`config.mk`:
```
export PLATFORM = sky130hd
export DESIGN_NAME = bus_interface
export DESIGN_NICKNAME = d
export VERILOG_FILES = /design/src/common/biu_pkg.sv /design/src/design/bus_arbiter.sv /design/src/design/bus_interface.sv /design/src/design/cycle_timer.sv /design/src/design/strobe_decoder.sv
export SDC_FILE = /design/constraint.sdc
export NUM_CORES = 1
export LEC_CHECK = 0
export ABC_CLOCK_PERIOD_IN_PS = 2190
export BUFFER_PORTS_ARGS = -buffer_cell sky130_fd_sc_hd__buf_4
export CAP_MARGIN = 20
export CORE_MARGIN = 4
export CORE_UTILIZATION = 48
export CTS_BUF_LIST = sky130_fd_sc_hd__clkbuf_4
export CTS_CLUSTER_SIZE = 20
export DETAILED_ROUTE_END_ITERATION = 8
export PLACE_DENSITY = 0.82
export SYNTH_ARGS = -nofsm -noshare
export SYNTH_HDL_FRONTEND = slang
export SYNTH_SLANG_ARGS = --single-unit
```
`constraint.sdc`:
```
create_clock -name clk -period 2.19 [get_ports clk]
set_input_delay 0.5475 -clock clk [delete_from_list [all_inputs] [get_ports clk]]
set_output_delay 0.5475 -clock clk [all_outputs]
set_load 0.05 [all_outputs]
```
`src/common/biu_pkg.sv`:
```
/*
 * Bus interface unit shared types
 * Slice and arbiter state encodings, the data word, the core request
 * and bus strobe bundles, and the slice windows of the bus strobes
 */
`default_nettype none

package biu_pkg;

   localparam int DATA_W = 16;

   // Data bus word
   typedef logic [DATA_W-1:0] data_t;

   // Bus time slices, one clock each
   typedef enum logic [2:0] {S0, S1, S2, S3, S4, S5, S6, S7} slice_t;

   // Bus arbitration states
   typedef enum logic [1:0] {ARB_IDLE, ARB_GRANT, ARB_WAIT_RELEASE} arb_state_t;

   // Request from the core, held as a level until the cycle ends
   typedef struct packed {
      logic rd_bus;
      logic wr_bus;
      logic a0;
      logic byten_word;
   } bus_req_t;

   // Active-low bus control lines
   typedef struct packed {
      logic asn;
      logic udsn;
      logic ldsn;
      logic rwn;
   } bus_strobe_t;

   // --------------------------------------------------------------------
   // Strobe windows, first and last slice inclusive
   // --------------------------------------------------------------------
   localparam slice_t AS_FIRST    = S2;
   localparam slice_t AS_LAST     = S6;
   localparam slice_t RD_DS_FIRST = S2;
   localparam slice_t RD_DS_LAST  = S6;
   // Write data strobes wait until the data lines have settled
   localparam slice_t WR_DS_FIRST = S4;
   localparam slice_t WR_DS_LAST  = S6;
   localparam slice_t RW_FIRST    = S1;
   localparam slice_t RW_LAST     = S7;
   localparam slice_t ADR_FIRST   = S1;
   localparam slice_t ADR_LAST    = S7;
   localparam slice_t LANE_FIRST  = S3;
   localparam slice_t LANE_LAST   = S7;
   // Read word is sampled leaving S6, ready is shown in S7
   localparam slice_t CAP_SLICE   = S6;
   localparam slice_t RDY_SLICE   = S7;

endpackage

`default_nettype wire

```
`src/design/bus_arbiter.sv`:
```
/*
 * Bus arbiter
 * Hands the bus to an external master between bus cycles only.
 * Supports 2-wire release by brn and 3-wire hand-over by bgackn
 */
`timescale 1ns/1ns
`default_nettype none

module bus_arbiter import biu_pkg::*;
(
   input  wire        clk,
   input  wire        resetn,
   input  slice_t     slice,
   input  wire        brn,
   input  wire        bgackn,
   output arb_state_t arb_state,
   output logic       bgn
);

   arb_state_t arb_next;

   // --------------------------------------------------------------------
   // Arbitration FSM
   // --------------------------------------------------------------------
   always_comb
   begin
      arb_next = arb_state;
      case (arb_state)
         ARB_IDLE:
            // Grant only outside a bus cycle
            if (~brn && (slice == S0))
               arb_next = ARB_GRANT;
         ARB_GRANT:
            if (~bgackn)
               arb_next = ARB_WAIT_RELEASE;
            else if (brn)
               // 2-wire release
               arb_next = ARB_IDLE;
         ARB_WAIT_RELEASE:
            if (bgackn)
            begin
               // Another master already waiting takes the bus next
               if (~brn)
                  arb_next = ARB_GRANT;
               else
                  arb_next = ARB_IDLE;
            end
         default:
            arb_next = ARB_IDLE;
      endcase
   end

   always_ff @(posedge clk or negedge resetn)
   begin
      if (~resetn)
         arb_state <= ARB_IDLE;
      else
         arb_state <= arb_next;
   end

   // Grant shown only while waiting for the acknowledge
   assign bgn = (arb_state != ARB_GRANT);

endmodule

`default_nettype wire

```
`src/design/bus_interface.sv`:
```
/*
 * Bus interface unit, top level
 * 68000-style read and write bus cycles with wait states, bus
 * error reporting and 2/3-wire bus arbitration
 */
`timescale 1ns/1ns
`default_nettype none

module bus_interface import biu_pkg::*;
(
   input  wire         clk,
   input  wire         resetn,
   input  bus_req_t    req,
   input  data_t       data_in,
   input  wire         dtackn,
   input  wire         berrn,
   input  wire         brn,
   input  wire         bgackn,
   output bus_strobe_t strobes,
   output logic        bus_en,
   output logic        adr_en,
   output logic        hi_byte_en,
   output logic        lo_byte_en,
   output logic        bus_cyc_rdy,
   output logic        bus_err,
   output data_t       data_core_out,
   output logic        bgn
);

   slice_t     slice;
   logic       berr_seen;
   arb_state_t arb_state;

   // Slice timing of the bus cycle
   cycle_timer timer_i (
      .clk       (clk),
      .resetn    (resetn),
      .req       (req),
      .arb_state (arb_state),
      .dtackn    (dtackn),
      .berrn     (berrn),
      .slice     (slice),
      .berr_seen (berr_seen)
   );

   // Bus ownership
   bus_arbiter arbiter_i (
      .clk       (clk),
      .resetn    (resetn),
      .slice     (slice),
      .brn       (brn),
      .bgackn    (bgackn),
      .arb_state (arb_state),
      .bgn       (bgn)
   );

   // Bus control outputs and read data
   strobe_decoder decoder_i (
      .clk           (clk),
      .resetn        (resetn),
      .slice         (slice),
      .arb_state     (arb_state),
      .berr_seen     (berr_seen),
      .req           (req),
      .data_in       (data_in),
      .strobes       (strobes),
      .bus_en        (bus_en),
      .adr_en        (adr_en),
      .hi_byte_en    (hi_byte_en),
      .lo_byte_en    (lo_byte_en),
      .bus_cyc_rdy   (bus_cyc_rdy),
      .bus_err       (bus_err),
      .data_core_out (data_core_out)
   );

endmodule

`default_nettype wire

```
`src/design/cycle_timer.sv`:
```
/*
 * Bus cycle timer
 * Steps a bus cycle through slices S0 to S7, one slice per clock,
 * holds in S4 until the slave acknowledges or signals a bus error,
 * and keeps a bus error seen in S4 to S6 until the cycle ends
 */
`timescale 1ns/1ns
`default_nettype none

module cycle_timer import biu_pkg::*;
(
   input  wire        clk,
   input  wire        resetn,
   input  bus_req_t   req,
   input  arb_state_t arb_state,
   input  wire        dtackn,
   input  wire        berrn,
   output slice_t     slice,
   output logic       berr_seen
);

   logic   req_active;
   logic   berr_now;
   logic   berr_q;
   slice_t slice_next;

   assign req_active = req.rd_bus | req.wr_bus;

   // Bus error counts only once the strobes are out
   assign berr_now = ~berrn & ((slice == S4) | (slice == S5) | (slice == S6));

   // Visible in the same slice it arrives, so S6 capture sees it
   assign berr_seen = berr_q | berr_now;

   // --------------------------------------------------------------------
   // Next slice
   // --------------------------------------------------------------------
   always_comb
   begin
      slice_next = slice;
      case (slice)
         S0: if (req_active) slice_next = S1;
         S1: slice_next = S2;
         S2: slice_next = S3;
         S3: slice_next = S4;
         // Wait state while neither dtackn nor berrn
         S4: if (~dtackn | ~berrn) slice_next = S5;
         S5: slice_next = S6;
         S6: slice_next = S7;
         default: slice_next = S0;
      endcase
   end

   always_ff @(posedge clk or negedge resetn)
   begin
      if (~resetn)
         slice <= S0;
      else if (arb_state != ARB_IDLE)
         // Bus granted away, restart from idle afterwards
         slice <= S0;
      else
         slice <= slice_next;
   end

   // Bus error latch, dropped on the way back to S0
   always_ff @(posedge clk or negedge resetn)
   begin
      if (~resetn)
         berr_q <= 1'b0;
      else if (slice == S7)
         berr_q <= 1'b0;
      else if (berr_now)
         berr_q <= 1'b1;
   end

endmodule

`default_nettype wire

```
`src/design/strobe_decoder.sv`:
```
/*
 * Bus strobe decoder
 * Turns the slice and the arbitration state into the bus strobes,
 * driver enables, byte lane enables and cycle end flags, and holds
 * the read word sampled at the end of S6
 */
`timescale 1ns/1ns
`default_nettype none

module strobe_decoder import biu_pkg::*;
(
   input  wire         clk,
   input  wire         resetn,
   input  slice_t      slice,
   input  arb_state_t  arb_state,
   input  wire         berr_seen,
   input  bus_req_t    req,
   input  data_t       data_in,
   output bus_strobe_t strobes,
   output logic        bus_en,
   output logic        adr_en,
   output logic        hi_byte_en,
   output logic        lo_byte_en,
   output logic        bus_cyc_rdy,
   output logic        bus_err,
   output data_t       data_core_out
);

   logic owned;
   logic rd;
   logic wr;
   logic upper;
   logic lower;
   logic ds_act;

   // True when s lies inside the window first..last
   function automatic logic in_window(input slice_t s, input slice_t first,
                                      input slice_t last);
      return (s >= first) && (s <= last);
   endfunction

   // Control lines driven only while no other master holds the bus
   assign owned = (arb_state == ARB_IDLE);
   assign rd    = owned & req.rd_bus;
   assign wr    = owned & req.wr_bus;

   // Lane rule, even byte on the upper lane
   assign upper = req.byten_word | ~req.a0;
   assign lower = req.byten_word | req.a0;

   // --------------------------------------------------------------------
   // Strobes
   // --------------------------------------------------------------------
   assign ds_act = (rd & in_window(slice, RD_DS_FIRST, RD_DS_LAST)) |
                   (wr & in_window(slice, WR_DS_FIRST, WR_DS_LAST));

   assign strobes.asn  = ~((rd | wr) & in_window(slice, AS_FIRST, AS_LAST));
   assign strobes.udsn = ~(ds_act & upper);
   assign strobes.ldsn = ~(ds_act & lower);
   // rwn brackets the data strobes on both sides
   assign strobes.rwn  = ~(wr & in_window(slice, RW_FIRST, RW_LAST));

   // Three-state enable for as, uds, lds and rw together
   assign bus_en = owned;
   assign adr_en = owned & in_window(slice, ADR_FIRST, ADR_LAST);

   // Data drivers for writes only
   assign hi_byte_en = wr & upper & in_window(slice, LANE_FIRST, LANE_LAST);
   assign lo_byte_en = wr & lower & in_window(slice, LANE_FIRST, LANE_LAST);

   // --------------------------------------------------------------------
   // Cycle end
   // --------------------------------------------------------------------
   assign bus_cyc_rdy = owned & (slice == RDY_SLICE);
   assign bus_err     = bus_cyc_rdy & berr_seen;

   // Read word, kept as it was after a bus error
   always_ff @(posedge clk or negedge resetn)
   begin
      if (~resetn)
         data_core_out <= '0;
      else if (rd && (slice == CAP_SLICE) && !berr_seen)
         data_core_out <= data_in;
   end

endmodule

`default_nettype wire

```
==> results.cfg <==
[grt]
grt_pass1_wl_um = 4740
antenna_found_initial = 0
grt_max_degree = 23
gr-total-overflow = 0
track_usage = 0.181
grt_pass1_vias = 1073

[timing]
rsz0062_at_grt = yes
fin_hold_ws_ns = 0.101
slew_viol_final = 0
final.setup.worst_slack_ns = -0.0240
fin_skew_ns = 0.00961
max_freq_ghz = 0.452
hold_violations = 0
period_needed_ns = 2.21
tightest_slew_ns = 0.368
fin_crit_sh = 1.01
slew_headroom = 0.754
finalSetupViolCount = 1

[cts]
cts_hold_buf = 0
h-tree-depth = 1
cts_root_buf = clkbuf_4
cts_tree = done
cts.sink_count = 22
clk_transition_reported_paths_ns = 0.12
ctsLongestPathBuffers = 2
numCtsBuffers = 3
insertion_delay_ns = 0.31

[logic_synthesis]
syn-num-nets = 127
synth_cell_types = 31
async_reset_ff_frac = 1.00
synth_area_um2 = 1160
synth_seq_cells = 22
ys.flop_type = dfrtp_1
avgSynthCellArea_um2 = 11.9
syn_inst = 98
synth.area.top_cells = dfrtp_1 (47%), mux2_4 (13%), mux2_2 (5.8%)
yosys.area.top_type_share = 0.474
yosysTopAreaCell = dfrtp_1
synth_warnings = 0
ys_seq_area_frac = 0.474
synth-edff-count = 0

[finish]
area_growth_pct = 55.2
num_antenna_cells = 0
layout_commonest_cell = buf_4
nets = 190
drive_gt1_frac = 0.638
num-fill-cells = 133
layout_common_cells = buf_4 (54), dfrtp_1 (20), mux2_4 (10)

[drt]
wl_um = 2900
drtPass1Iterations = 5
via_per_inst = 5.27
drc = 0
wl_per_cell_um = 15.4
drt_iter0_markers = 54
vias = 991
drtAntennaViolNets = 0

[status]
outcome = complete, but fails checks
violations = setup timing

[die]
die_h_um = 57.2
die_width_um = 57.2
die-area_um2 = 3270
rows = 17
core_area_um2 = 2250
io_pins = 53
initial_core_util = 0.516

[placed_design]
place_ws_ns = 0.164
port_buffers = 52
gp_congestion = 0.868
post-dp-hpwl_um = 2150

[critical_path]
cp_max_fo = 6
crit_path_start_kind = register
critPathArrivalTime_ns = 1.67
worstSetupPathType = register to output pin
cp_cell_sequence = inv_2, ha_4, o31a_1, o21a_2, buf_8
timing.critical_path.buf_inv = 2
cp_top_family = compound AO/OA/AOI/OAI gates
rrSetupSlack_ns = 0.25
cp.required_ns = 1.64
max_stage_delay_ns = 0.47
end_kind = output pin
cp_slowest_cell = dfrtp_2

[run]
maxCapViolCount = 0

[power]
p_total_mw = 2.36
p_per_area_nw_per_um2 = 1310
irDropWorstVdd_uv = 900
leakage_nw = 0.926

[min_path]
hold_class = primary input to asynchronous set/reset pin
[layout make-up]
type	count	area, um2	share of cell area
repair buffers	62	507	0.281
flip-flops and latches	22	553	0.307
clock inverters	1	3.75	0.00208
multi-input cells	67	649	0.360
clock buffers	3	22.5	0.0125
inverters	5	33.8	0.0187
well taps	28	35.0	0.0194
[path summary, 6_finish.rpt]
path | to | cells after the start | start
hold / removal | decoder_i.data_core_out[6]$_DFFE_PN0P_ | 1 | resetn
setup reg to reg | decoder_i.data_core_out[8]$_DFFE_PN0P_ | 7 | arbiter_i.arb_state[0]$_DFFE_PN0P_
setup / recovery | bus_err | 5 | timer_i.slice[0]$_DFFE_PN0P_
max in group asynchronous | timer_i.slice[1]$_DFFE_PN0P_ | 1 | resetn
hold reg to reg | decoder_i.data_core_out[12]$_DFFE_PN0P_ | 1 | decoder_i.data_core_out[12]$_DFFE_PN0P_
min in group clk | arbiter_i.arb_state[0]$_DFFE_PN0P_ | 2 | brn
[metrics by stage]
step	util	setup TNS (ns)	instance area [um2]	std cells
6_report	0.800	-0.0240	1800	188
5_1_grt	0.800	-0.118	1800	188
4_1_cts	0.761	-0.0195	1720	187
3_5_place_dp	0.715	0	1610	179
3_3_place_gp	0.715	0	1610	179
2_1_floorplan	-	-0.0484	1180	98
[where the power goes]
group          leakage, nW  switching (mW)  internal [mW]
clock network       0.0154           0.119         0.0664
logic                0.615           0.940          0.658
registers            0.296          0.0851          0.495
[state kept, by name, indices dropped and copies added, names as in the netlist]
name                     cells
timer_i.slice                3
arbiter_i.arb_state          2
decoder_i.data_core_out     16
timer_i.berr_q               1
[cells by family (layout without fill, tap and decap cells)]
family / count (synthesis) / count (layout) / synth area share
AOI/OAI and AO/OA: 18 / 18 / 0.109
and+or+nand+nor: 29 / 29 / 0.142
buffers and inverters: 9 / 71 / 0.0474
DFF: 22 / 22 / 0.474
adders and majority gates: 3 / 3 / 0.0323
muxes: 17 / 17 / 0.196
[what timing repair did]
item | CTS | global route
cloned | 0 | 0
resized for setup | 13 | 19
pin swaps | 2 | 8
endpoints found under the setup margin | 8 | 8
buffers inserted | 4 | 2
[synth_stat cells (3+ instances only)]
library cell and instances:
nand2_1 8, nor3_1 3, mux2_2 6, dfrtp_1 22
inv_1 4, ha_1 3, nand2b_1 4, a21oi_1 3
mux2_4 10, o21ai_0 4, nor2_1 5
[routing by layer]
| metal | share of wire | up-vias | track usage | routed length [um] |
|---|---|---|---|---|
| met1 | 0.41 | 473 | 0.209 | 1190 |
| met3 | 0.066 | 4 | 0.0339 | 191 |
| met5 | 0 | - | 0 | 0 |
| met2 | 0.51 | 40 | 0.328 | 1490 |
| li1 | - | 474 | - | - |
| met4 | 0.0072 | 0 | 0.0695 | 21 |
Power figures use the tool's default switching activity.
